`config.mk`:
```
export PLATFORM = sky130hd
export DESIGN_NAME = wb_subsys_top
export DESIGN_NICKNAME = d
export VERILOG_FILES = /design/src/wb_bus_pkg.sv /design/src/wb_map_pkg.sv /design/src/wbm_arbiter.sv /design/src/wbs_addr_decoder.sv /design/src/wbs_sram.sv /design/src/wbs_regfile.sv /design/src/wbs_resp_mux.sv /design/src/wb_subsys_top.sv
export SDC_FILE = /design/constraint.sdc
export NUM_CORES = 2
export LEC_CHECK = 0
export ABC_AREA = 0
export BUFFER_PORTS_ARGS = -buffer_cell sky130_fd_sc_hd__buf_2
export CAP_MARGIN = 10
export CORE_AREA = 2 2 610 612
export DETAILED_ROUTE_END_ITERATION = 10
export DIE_AREA = 0 0 612 614
export HOLD_SLACK_MARGIN = 0.03
export SLEW_MARGIN = 20
export SYNTH_ARGS = -nofsm -noshare
export SYNTH_HDL_FRONTEND = slang
export SYNTH_SLANG_ARGS = --single-unit
```
`constraint.sdc`:
```
create_clock -name wb_clk_i -period 14.5 [get_ports wb_clk_i]
set_clock_uncertainty 0.05 [all_clocks]
set_input_delay 2.175 -clock wb_clk_i [delete_from_list [all_inputs] [get_ports wb_clk_i]]
set_output_delay 2.175 -clock wb_clk_i [all_outputs]
set_load 0.02 [all_outputs]
```
`src/wb_bus_pkg.sv`:
```
package wb_bus_pkg;

  localparam int ADR_W = 32;
  localparam int DAT_W = 16;
  localparam int SEL_W = 2;

  // Derived sizes of one byte lane and of the byte offset within a word
  localparam int BYTE_W = DAT_W / SEL_W;
  localparam int ADR_LSB = $clog2(SEL_W);

  // Replace only the byte lanes whose select bit is high
  function automatic logic [DAT_W-1:0] merge_lanes(input logic [DAT_W-1:0] old_word,
                                                   input logic [DAT_W-1:0] new_word,
                                                   input logic [SEL_W-1:0] sel);
    merge_lanes = old_word;
    for (int b = 0; b < SEL_W; b++) begin
      if (sel[b]) begin
        merge_lanes[b*BYTE_W +: BYTE_W] = new_word[b*BYTE_W +: BYTE_W];
      end
    end
  endfunction

endpackage

```
`src/wb_map_pkg.sv`:
```
package wb_map_pkg;

  // Address regions are matched on the bits above the span
  localparam logic [wb_bus_pkg::ADR_W-1:0] SRAM_BASE = 32'h0000_0000;
  localparam int SRAM_SPAN_BITS = 10;
  localparam logic [wb_bus_pkg::ADR_W-1:0] REG_BASE = 32'h0001_0000;
  localparam int REG_SPAN_BITS = 3;

  localparam int NUM_SLAVES = 2;
  localparam int SLV_W = $clog2(NUM_SLAVES);
  localparam logic [SLV_W-1:0] SLV_SRAM = 1'd0;
  localparam logic [SLV_W-1:0] SLV_REG = 1'd1;

  // Register block layout in word offsets inside the region
  localparam int REG_OFS_W = REG_SPAN_BITS - wb_bus_pkg::ADR_LSB;
  localparam logic [REG_OFS_W-1:0] REG_SCRATCH0 = 2'd0;
  localparam logic [REG_OFS_W-1:0] REG_SCRATCH1 = 2'd1;
  localparam logic [REG_OFS_W-1:0] REG_WCOUNT = 2'd2;
  localparam logic [REG_OFS_W-1:0] REG_ID = 2'd3;

  localparam logic [wb_bus_pkg::DAT_W-1:0] ID_VALUE = 16'hB0C5;

endpackage

```
`src/wbm_arbiter.sv`:
```
`timescale 1ns/10ps

module wbm_arbiter #(
  parameter int NUM_MASTERS = 4,
  localparam int ID_W = (NUM_MASTERS > 1) ? $clog2(NUM_MASTERS) : 1
) (
  input  logic                                       wb_clk_i,
  input  logic                                       wb_rst_i,
  // Master side
  input  logic [NUM_MASTERS-1:0]                     wbm_cyc_i,
  input  logic [NUM_MASTERS-1:0]                     wbm_stb_i,
  input  logic [NUM_MASTERS-1:0]                     wbm_we_i,
  input  logic [NUM_MASTERS*wb_bus_pkg::SEL_W-1:0]   wbm_sel_i,
  input  logic [NUM_MASTERS*wb_bus_pkg::ADR_W-1:0]   wbm_adr_i,
  input  logic [NUM_MASTERS*wb_bus_pkg::DAT_W-1:0]   wbm_dat_i,
  input  logic [NUM_MASTERS-1:0]                     wbm_mask_i,
  output logic [wb_bus_pkg::DAT_W-1:0]               wbm_dat_o,
  output logic [NUM_MASTERS-1:0]                     wbm_ack_o,
  output logic [NUM_MASTERS-1:0]                     wbm_err_o,
  output logic [ID_W-1:0]                            wbm_id_o,
  // Shared bus toward the decoder and slaves
  output logic                                       bus_stb_o,
  output logic                                       bus_we_o,
  output logic [wb_bus_pkg::SEL_W-1:0]               bus_sel_o,
  output logic [wb_bus_pkg::ADR_W-1:0]               bus_adr_o,
  output logic [wb_bus_pkg::DAT_W-1:0]               bus_dat_o,
  // Response from the slave side
  input  logic                                       rsp_ack_i,
  input  logic                                       rsp_err_i,
  input  logic [wb_bus_pkg::DAT_W-1:0]               rsp_dat_i
);

  import wb_bus_pkg::*;

  logic [NUM_MASTERS-1:0] pending;
  logic                   busy;
  logic [ID_W-1:0]        active_master;

  // Highest-numbered pending master wins
  function automatic logic [ID_W-1:0] pick_master(input logic [NUM_MASTERS-1:0] req);
    pick_master = '0;
    for (int m = 0; m < NUM_MASTERS; m++) begin
      if (req[m]) begin
        pick_master = ID_W'(m);
      end
    end
  endfunction

  // ----------------------------------------
  // Request capture and grant
  // ----------------------------------------
  always_ff @(posedge wb_clk_i) begin
    if (wb_rst_i) begin
      pending       <= '0;
      busy          <= 1'b0;
      active_master <= ID_W'(1);
      bus_stb_o     <= 1'b0;
    end else begin
      bus_stb_o <= 1'b0;
      pending   <= pending | (wbm_cyc_i & wbm_stb_i & wbm_mask_i);

      // The response clears the active bit even if its strobe is still up
      if (rsp_ack_i || rsp_err_i) begin
        pending[active_master] <= 1'b0;
        busy                   <= 1'b0;
      end

      if (!busy && |pending) begin
        bus_stb_o     <= 1'b1;
        busy          <= 1'b1;
        active_master <= pick_master(pending);
      end
    end
  end

  // ----------------------------------------
  // Routing of the granted master
  // ----------------------------------------
  assign bus_we_o  = wbm_we_i[active_master];
  assign bus_sel_o = wbm_sel_i[active_master*SEL_W +: SEL_W];
  assign bus_adr_o = wbm_adr_i[active_master*ADR_W +: ADR_W];
  assign bus_dat_o = wbm_dat_i[active_master*DAT_W +: DAT_W];

  assign wbm_id_o  = active_master;
  assign wbm_dat_o = rsp_dat_i;

  always_comb begin
    wbm_ack_o = '0;
    wbm_err_o = '0;
    wbm_ack_o[active_master] = rsp_ack_i;
    wbm_err_o[active_master] = rsp_err_i;
  end

endmodule

```
`src/wbs_addr_decoder.sv`:
```
`timescale 1ns/10ps

module wbs_addr_decoder (
  input  logic                             wb_clk_i,
  input  logic                             wb_rst_i,
  input  logic                             bus_stb_i,
  input  logic [wb_bus_pkg::ADR_W-1:0]     bus_adr_i,
  output logic                             sram_stb_o,
  output logic                             reg_stb_o,
  output logic [wb_map_pkg::SLV_W-1:0]     resp_slave_o,
  output logic                             dec_err_o
);

  import wb_bus_pkg::*;
  import wb_map_pkg::*;

  logic sram_hit;
  logic reg_hit;

  // Region match on the address bits above each span
  assign sram_hit = (bus_adr_i[ADR_W-1:SRAM_SPAN_BITS] == SRAM_BASE[ADR_W-1:SRAM_SPAN_BITS]);
  assign reg_hit  = (bus_adr_i[ADR_W-1:REG_SPAN_BITS] == REG_BASE[ADR_W-1:REG_SPAN_BITS]);

  // Strobes pass through in the same cycle
  assign sram_stb_o = bus_stb_i && sram_hit;
  assign reg_stb_o  = bus_stb_i && reg_hit;

  // ----------------------------------------
  // Held slave index and error pulse
  // ----------------------------------------
  always_ff @(posedge wb_clk_i) begin
    if (wb_rst_i) begin
      resp_slave_o <= SLV_SRAM;
      dec_err_o    <= 1'b0;
    end else begin
      // Unmapped address is answered one cycle after its strobe
      dec_err_o <= bus_stb_i && !sram_hit && !reg_hit;
      if (bus_stb_i) begin
        resp_slave_o <= reg_hit ? SLV_REG : SLV_SRAM;
      end
    end
  end

endmodule

```
`src/wbs_sram.sv`:
```
`timescale 1ns/10ps

module wbs_sram #(
  parameter int SRAM_DEPTH = 256
) (
  input  logic                           wb_clk_i,
  input  logic                           wb_rst_i,
  input  logic                           stb_i,
  input  logic                           we_i,
  input  logic [wb_bus_pkg::SEL_W-1:0]   sel_i,
  input  logic [wb_bus_pkg::ADR_W-1:0]   adr_i,
  input  logic [wb_bus_pkg::DAT_W-1:0]   dat_i,
  output logic                           ack_o,
  output logic [wb_bus_pkg::DAT_W-1:0]   dat_o
);

  import wb_bus_pkg::*;

  localparam int AW = $clog2(SRAM_DEPTH);

  logic [DAT_W-1:0] mem [SRAM_DEPTH];
  logic [AW-1:0]    word_idx;

  // Word index starts above the byte offset
  assign word_idx = adr_i[ADR_LSB +: AW];

  always_ff @(posedge wb_clk_i) begin
    if (stb_i) begin
      if (we_i) begin
        mem[word_idx] <= merge_lanes(mem[word_idx], dat_i, sel_i);
      end else begin
        dat_o <= mem[word_idx];
      end
    end
  end

  always_ff @(posedge wb_clk_i) begin
    if (wb_rst_i) begin
      ack_o <= 1'b0;
    end else begin
      ack_o <= stb_i;
    end
  end

endmodule

```
`src/wbs_regfile.sv`:
```
`timescale 1ns/10ps

module wbs_regfile (
  input  logic                           wb_clk_i,
  input  logic                           wb_rst_i,
  input  logic                           stb_i,
  input  logic                           we_i,
  input  logic [wb_bus_pkg::SEL_W-1:0]   sel_i,
  input  logic [wb_bus_pkg::ADR_W-1:0]   adr_i,
  input  logic [wb_bus_pkg::DAT_W-1:0]   dat_i,
  output logic                           ack_o,
  output logic [wb_bus_pkg::DAT_W-1:0]   dat_o
);

  import wb_bus_pkg::*;
  import wb_map_pkg::*;

  logic [REG_OFS_W-1:0] reg_ofs;
  logic [DAT_W-1:0]     scratch0;
  logic [DAT_W-1:0]     scratch1;
  logic [DAT_W-1:0]     wcount;

  assign reg_ofs = adr_i[ADR_LSB +: REG_OFS_W];

  // ----------------------------------------
  // Writes and the write counter
  // ----------------------------------------
  always_ff @(posedge wb_clk_i) begin
    if (wb_rst_i) begin
      scratch0 <= '0;
      scratch1 <= '0;
      wcount   <= '0;
      ack_o    <= 1'b0;
    end else begin
      ack_o <= stb_i;
      if (stb_i && we_i) begin
        // Every write is counted including those to read-only targets
        wcount <= wcount + 1'b1;
        case (reg_ofs)
          REG_SCRATCH0: scratch0 <= merge_lanes(scratch0, dat_i, sel_i);
          REG_SCRATCH1: scratch1 <= merge_lanes(scratch1, dat_i, sel_i);
          default: ;
        endcase
      end
    end
  end

  // Read data is registered with the strobe
  always_ff @(posedge wb_clk_i) begin
    if (stb_i && !we_i) begin
      case (reg_ofs)
        REG_SCRATCH0: dat_o <= scratch0;
        REG_SCRATCH1: dat_o <= scratch1;
        REG_WCOUNT:   dat_o <= wcount;
        REG_ID:       dat_o <= ID_VALUE;
        default:      dat_o <= '0;
      endcase
    end
  end

endmodule

```
`src/wbs_resp_mux.sv`:
```
`timescale 1ns/10ps

module wbs_resp_mux (
  input  logic [wb_map_pkg::SLV_W-1:0]   resp_slave_i,
  input  logic                           dec_err_i,
  input  logic                           sram_ack_i,
  input  logic [wb_bus_pkg::DAT_W-1:0]   sram_dat_i,
  input  logic                           reg_ack_i,
  input  logic [wb_bus_pkg::DAT_W-1:0]   reg_dat_i,
  output logic                           rsp_ack_o,
  output logic                           rsp_err_o,
  output logic [wb_bus_pkg::DAT_W-1:0]   rsp_dat_o
);

  import wb_bus_pkg::*;
  import wb_map_pkg::*;

  logic [DAT_W-1:0] sel_dat;

  always_comb begin
    case (resp_slave_i)
      SLV_REG: begin
        rsp_ack_o = reg_ack_i;
        sel_dat   = reg_dat_i;
      end
      default: begin
        rsp_ack_o = sram_ack_i;
        sel_dat   = sram_dat_i;
      end
    endcase
  end

  // Data stays at zero between responses
  assign rsp_dat_o = rsp_ack_o ? sel_dat : '0;
  assign rsp_err_o = dec_err_i;

endmodule

```
`src/wb_subsys_top.sv`:
```
`timescale 1ns/10ps

module wb_subsys_top #(
  parameter int NUM_MASTERS = 4,
  parameter int SRAM_DEPTH = 256,
  localparam int ID_W = (NUM_MASTERS > 1) ? $clog2(NUM_MASTERS) : 1
) (
  input  logic                                       wb_clk_i,
  input  logic                                       wb_rst_i,
  input  logic [NUM_MASTERS-1:0]                     wbm_cyc_i,
  input  logic [NUM_MASTERS-1:0]                     wbm_stb_i,
  input  logic [NUM_MASTERS-1:0]                     wbm_we_i,
  input  logic [NUM_MASTERS*wb_bus_pkg::SEL_W-1:0]   wbm_sel_i,
  input  logic [NUM_MASTERS*wb_bus_pkg::ADR_W-1:0]   wbm_adr_i,
  input  logic [NUM_MASTERS*wb_bus_pkg::DAT_W-1:0]   wbm_dat_i,
  input  logic [NUM_MASTERS-1:0]                     wbm_mask_i,
  output logic [wb_bus_pkg::DAT_W-1:0]               wbm_dat_o,
  output logic [NUM_MASTERS-1:0]                     wbm_ack_o,
  output logic [NUM_MASTERS-1:0]                     wbm_err_o,
  output logic [ID_W-1:0]                            wbm_id_o
);

  import wb_bus_pkg::*;
  import wb_map_pkg::*;

  logic             bus_stb, bus_we;
  logic [SEL_W-1:0] bus_sel;
  logic [ADR_W-1:0] bus_adr;
  logic [DAT_W-1:0] bus_dat;
  logic             sram_stb, reg_stb, sram_ack, reg_ack, dec_err;
  logic [DAT_W-1:0] sram_dat, reg_dat;
  logic [SLV_W-1:0] resp_slave;
  logic             rsp_ack, rsp_err;
  logic [DAT_W-1:0] rsp_dat;

  wbm_arbiter #(.NUM_MASTERS(NUM_MASTERS)) wbm_arbiter_i (
    .wb_clk_i, .wb_rst_i,
    .wbm_cyc_i, .wbm_stb_i, .wbm_we_i, .wbm_sel_i, .wbm_adr_i, .wbm_dat_i, .wbm_mask_i,
    .wbm_dat_o, .wbm_ack_o, .wbm_err_o, .wbm_id_o,
    .bus_stb_o(bus_stb), .bus_we_o(bus_we), .bus_sel_o(bus_sel),
    .bus_adr_o(bus_adr), .bus_dat_o(bus_dat),
    .rsp_ack_i(rsp_ack), .rsp_err_i(rsp_err), .rsp_dat_i(rsp_dat)
  );

  wbs_addr_decoder wbs_addr_decoder_i (
    .wb_clk_i, .wb_rst_i, .bus_stb_i(bus_stb), .bus_adr_i(bus_adr),
    .sram_stb_o(sram_stb), .reg_stb_o(reg_stb),
    .resp_slave_o(resp_slave), .dec_err_o(dec_err)
  );

  wbs_sram #(.SRAM_DEPTH(SRAM_DEPTH)) wbs_sram_i (
    .wb_clk_i, .wb_rst_i, .stb_i(sram_stb), .we_i(bus_we), .sel_i(bus_sel),
    .adr_i(bus_adr), .dat_i(bus_dat), .ack_o(sram_ack), .dat_o(sram_dat)
  );

  wbs_regfile wbs_regfile_i (
    .wb_clk_i, .wb_rst_i, .stb_i(reg_stb), .we_i(bus_we), .sel_i(bus_sel),
    .adr_i(bus_adr), .dat_i(bus_dat), .ack_o(reg_ack), .dat_o(reg_dat)
  );

  wbs_resp_mux wbs_resp_mux_i (
    .resp_slave_i(resp_slave), .dec_err_i(dec_err),
    .sram_ack_i(sram_ack), .sram_dat_i(sram_dat),
    .reg_ack_i(reg_ack), .reg_dat_i(reg_dat),
    .rsp_ack_o(rsp_ack), .rsp_err_o(rsp_err), .rsp_dat_o(rsp_dat)
  );

endmodule

```
# [Word-level counts from Yosys, hierarchy flattened]
# Memories as Yosys holds them, arrays and structs flattened.
# Cells that the tools add are included.
[word_totals] in_bits=218 mem_count=1 regBits=92 elab_cells=81 out_inout_bits=26 mem_bits_rw=4096
[mem_list] name="wbs_sram_i.mem" words=256 word_bits=16 read_ports=1 rd_ports_with_merged_regs=0 wr=1 line="wbs_sram.sv:21" text="logic [DAT_W-1:0] mem [SRAM_DEPTH];"
[classes] shifts=3 n_lt_le_gt_ge=2 reduce_logical=22 mux=25 n_bitwise=8 n_eq_ne=4 add_sub_neg=1
[ops] cell="$shiftx A128 B8 Y32" count=1
[ops] cell="$pmux W16 S4" count=1
[ops] cell="$shiftx A64 B7 Y16" count=1
[ops] cell="$mux W8" count=6
[ops] cell="$mux W16" count=2
[ops] cell="$eq A29 B14 Y1 const B" count=1
[ops] cell="$logic_not A22 Y1" count=1
[ops] cell="$and A4 B4 Y4" count=5
[ops] cell="$add A16 B1 Y16 const B" count=1
[ops] cell="$reduce_and A3 Y1" count=4
[ops] cell="$mux W1" count=11
[ops] cell="$logic_and A1 B1 Y1" count=8
[ops] cell="$shiftx A8 B4 Y2" count=1
[ops] cell="$eq A2 B2 Y1 const B" count=2
[ops] cell="$logic_not A1 Y1" count=4
[ops] cell="$mux W2" count=2
[ops] cell="$mux W4" count=1
[ops] cell="$not A4 Y4" count=1
[ops] cell="$or A4 B4 Y4" count=1
[ops] cell="$reduce_or A4 Y1" count=1
[ops] cell="$lt A2 B3 Y1 const B" count=1
[ops] cell="$bmux W1 S2" count=1
[ops] cell="$demux W1 S2" count=1
[ops] cell="$eq A2 B1 Y1 const B" count=1
[ops] cell="other kinds (6)" count=6

# [Longest topological paths before layout]
[logic_depth] depth_word=7 mapped_depth=16 depth_no_buf=8

# [Hierarchy]
# From an unflattened synthesis, not the netlist that was laid out.
[hier_totals] cells_unflattened=7773 hier_area_um2=162553.4
[modules_own_cells] mod="wbs_sram" area_each_um2=157638.7 cells_per_inst=7352 instances=1 seq_area_each_um2=123498.4
[modules_own_cells] mod="wbs_regfile" area_each_um2=2738.9 cells_per_inst=253 instances=1 seq_area_each_um2=1461.4
[modules_own_cells] mod="wbm_arbiter" area_each_um2=1749.2 cells_per_inst=122 instances=1 seq_area_each_um2=160.2
[modules_own_cells] mod="wbs_addr_decoder" area_each_um2=222.7 cells_per_inst=22 instances=1 seq_area_each_um2=40.0
[modules_own_cells] mod="wbs_resp_mux" area_each_um2=203.9 cells_per_inst=24 instances=1 seq_area_each_um2=0.0

# [Least setup slack after synthesis]
# No wires, ideal clock.
[synth_path] kind="input to register" startpoint="in wbm_adr_i[97] (netlist bit)" endpoint="mem wbs_sram_i.mem[0][15], data pin" setup_slack_ns=0.909 path_stages=12 setup_ns=1.705 arrival_time_ns=11.836 n_path_buf=4 required_time_ns=12.745 path_cell_list="mux4_2 > buf_6 > buf_6 > buf_6 > buf_4 > mux2i_1 > mux2i_1 > o22ai_1 > or4_1 > nor3_1 > a21oi_1 > a41oi_1"
[synth_lines] element="from (decl)" line="wb_subsys_top.sv:14" text="input logic [NUM_MASTERS*wb_bus_pkg::ADR_W-1:0] wbm_adr_i,"
[synth_lines] element="to (decl)" line="wbs_sram.sv:21"

# [Worst setup path after layout]
[layout_path] startpoint="reg wbm_arbiter_i.active_master[1] (netlist: wbm_arbiter_i.wbm_id_o[1])" endpoint="mem wbs_sram_i.mem[238][3], data pin"
[layout_via] elab_chain_len=5 elab_cells_between_ends=7 classes_between="shift (3); mux (3); memory (1)"
[layout_rtl] element="from (decl)" line="wbm_arbiter.sv:37" text="logic [ID_W-1:0] active_master;"
[layout_rtl] element="from (signal assigned)" line="wbm_arbiter.sv:71" text="active_master <= pick_master(pending);"
[layout_rtl] element="$shiftx A128 B8 Y32"
[layout_rtl] element="$mem_v2 Z256 W16"
[layout_rtl] element="$mux W8 (*)" line="wb_bus_pkg.sv:17" text="if (sel[b]) begin"
[layout_rtl] element="$mux W8 (*)" line="wbs_sram.sv:29" text="if (we_i) begin"
[layout_rtl] element="$mux W8 (*)" line="wbs_sram.sv:28" text="if (stb_i) begin"
# Every way passes the cells marked *; elsewhere a longest branch is shown, timed or not. The select of a mux whose other input is x is not followed.

==> impl_metrics.yaml <==
detailed_routing:
  post_drt_wl_per_cell_um: 27.5
  dr_total_vias: 96600
  avgViaCountPerCell: 5.86
  first_iter_violations: 11200
  wl_um: 453000
  drc_errors: 0
  detail-route-antenna-nets: 0
  dr.pass1.iters: 8
die:
  row_count: 224
  initial_utilization: 0.448
  ioPinCount: 244
  die_area_mm2: 0.376
  die_w_um: 612
  core_mm2: 0.370
  die_h_um: 614
cts:
  hold_buffers: 0
  cts.clk_slew.worst_paths_ns: 0.06
  cts_tree: "yes"
  post_cts_buffers: 0
  htreeDepth: 5
  cts_resized: 0
  cts_inserted_buffers: 415
  cts_num_sinks: 4188
  insertion_delay_ns: 0.99
  root_buffer: "clkbuf_16"
  clock_path_buffers: 4
placement:
  gp_congestion: 0.875
  dp_hpwl_um: 265000
  pre_cts_slack_ns: 4.98
  port_buffers: 239
synth:
  yosysMostFrequentCell: "edfxtp_1"
  synth_area_leader_cell: "edfxtp_1"
  yosys-top-cells-area: "edfxtp_1, nand2_1, mux4_2"
  synth-main-ff-cell: "edfxtp_1"
  synthesis.area_mm2: 0.166
  ys_warn_count: 0
  syn_inst: 10800
  ys_seq_elements: 4188
  syn_area_per_cell_um2: 15.4
  synth_edf_count: 4128
  synth_commonest_cells: "edfxtp_1, nand2_1, a31oi_1"
  syn_nets: 11000
  ys_types: 67
  ys_seq_area_frac: 0.755
  ys_async_sr_fraction: 0
  synth_top_area_frac: 0.748
layout:
  area_growth_pct: 13.2
  drive_above_1_share: 0.146
  utilization: 0.507
  nNetsFinal: 11400
critical_path:
  r2r-start: "wbm_arbiter_i.wbm_id_o[1]"
  crit_start: "wbm_arbiter_i.wbm_id_o[1]"
  cp-end-kind: "register"
  r2r_slack_ns: 5.63
  cp-start-kind: "register"
  r2r_cells: 13
  cp.required_ns: 15.04
  cp_max_fo: 136
  reg2reg_to: "wbs_sram_i.mem[238][3]"
  cp.arrival_ns: 9.40
  cp-endpoint: "wbs_sram_i.mem[238][3]"
  path_class: "register to register"
sta:
  rsz0062_at_grt: "false"
  whs_ns: 0.438
  setup_slack_ns: 5.63
  fin_crit_sh: 0.611
  min_period_ns: 8.87
  fmax_mhz: 113
  finalMaxSlewViolations: 0
  slew_headroom: 0.155
  setup_tns_ns: 0
  final-setup-viol-count: 0
  hold_viol: 0
  worst_pin_slew_ns: 1.26
pwr:
  vdd_drop_max_uv: 182
  p_leak_nw: 61.0
  power.total_w: 0.0305
  p_per_area_mw_per_mm2: 162
grt:
  grt_pass1_wl_um: 647000
  overflow: 0
  grt_pass1_vias: 93200
  grt_start_max_net_pins: 217
  grt_util_all_layers: 0.235
  antenna_found_initial: 19
hold_path:
  hp-class: "register to register"
  hold_depth: 2
flow_run:
  max_cap_viol_count: 0
outcome:
  outcome: "completed"
placed cells by master (no fill, tap or decap), types with 16 or more instances in the layout:
master	synthesis	layout
a211oi_1	451	451
mux2i_1	475	474
buf_4	31	409
nand2_2	16	27
nor2_1	383	330
o21ai_0	156	156
clkbuf_16	0	418
and2_0	24	24
a21oi_1	252	252
nor2_2	0	47
nand3_1	308	298
edfxtp_1	4128	4128
bufinv_16	0	42
o22ai_1	225	225
clkinv_1	1	115
nor4_1	83	76
or4_1	33	33
a311o_1	16	16
and3_1	79	79
clkinv_2	0	84
a41oi_4	0	16
dfxtp_1	60	58
a31oi_1	495	495
nor3_1	40	38
nand2_1	1893	1880
and2_1	352	352
clkbuf_1	354	67
a2111oi_0	17	16
buf_12	1	31
a22oi_1	42	42
buf_2	232	239
mux4_2	243	239
a311oi_1	16	16
o221ai_1	16	16
nor2b_1	85	84
nand4_1	21	21
critical path, cell delays in order (launching register included):
cell	delay, ns
dfxtp_4	0.67
buf_4	0.46
clkinv_1	0.46
mux2_8	0.69
buf_12	0.49
buf_4	0.50
a211oi_1	0.14
a31oi_1	0.19
o22ai_1	0.22
nor4_1	1.01
a31oi_1	0.65
a41oi_4	0.82
buf_4	0.83
buf_4	0.85
registers in the layout (all words and copies together), names as in the netlist, 2 cells and up:
signal and cells:
wbs_sram_i.mem 4096, wbs_regfile_i.dat_o 16, wbs_regfile_i.scratch0 16, wbs_regfile_i.scratch1 16, wbs_regfile_i.wcount 16, wbs_sram_i.dat_o 16
wbm_arbiter_i.pending 4, wbm_arbiter_i.wbm_id_o 2
routing by layer:
layer / share of wire / routed length [um] / GRT usage
met1: 0.41 / 185000 / 0.323
met2: 0.47 / 214000 / 0.379
met3: 0.083 / 37700 / 0.0417
met4: 0.035 / 16000 / 0.0812
met5: 0.000031 / 14 / 0
final cells by class:
cell class	count	area (um2)
clock buffer	485	10700
sequential	4188	125000
inverter	9	33.8
clock inverter	276	2520
multi-input combinational	5869	38100
tap	4972	6220
fill	30200	183000
timing repair buffer	683	4960
antenna	8	20.0
through the flow:
stage,instance area (um2),cells
floorplan,166000,10800
global placement,174000,15700
detailed placement,174000,15700
CTS,188000,16500
global route,188000,16500
finish,188000,16500
power breakdown:
| part | switching, W | internal, W |
|---|---|---|
| logic | 0.00403 | 0.00117 |
| registers | 0.0000126 | 0.0148 |
| clock network | 0.00451 | 0.00602 |
how the worst min path moves through the flow:
stage	startpoint	to	slack, ns
CTS	wbm_arbiter_i.busy	wbm_arbiter_i.busy	0.44
global placement	wbs_regfile_i.scratch0[0]	wbs_regfile_i.scratch0[0]	0.42
floorplan	wbs_regfile_i.scratch0[10]	wbs_regfile_i.scratch0[10]	0.41
finish	wbm_arbiter_i.busy	wbm_arbiter_i.busy	0.44
detailed placement	wbm_arbiter_i.busy	wbm_arbiter_i.busy	0.43
global route	wbs_regfile_i.scratch0[13]	wbs_regfile_i.scratch0[13]	0.47
cells by family (layout without fill, tap and decap cells):
logic type                 count (synthesis)  after routing  share of synthesized area
DFF                                     4188           4188                      0.755
and+or+nand+nor                         3363           3363                     0.0915
AOI/OAI and AO/OA                       1766           1766                     0.0705
buffers and inverters                    738           1453                     0.0199
muxes                                    728            728                     0.0624
xor gates and xnor gates                  11             11                   0.000581
adders and majority gates                  1              1                  0.0000755
other                                      0              8                          0
Power figures use the tool's default switching activity.
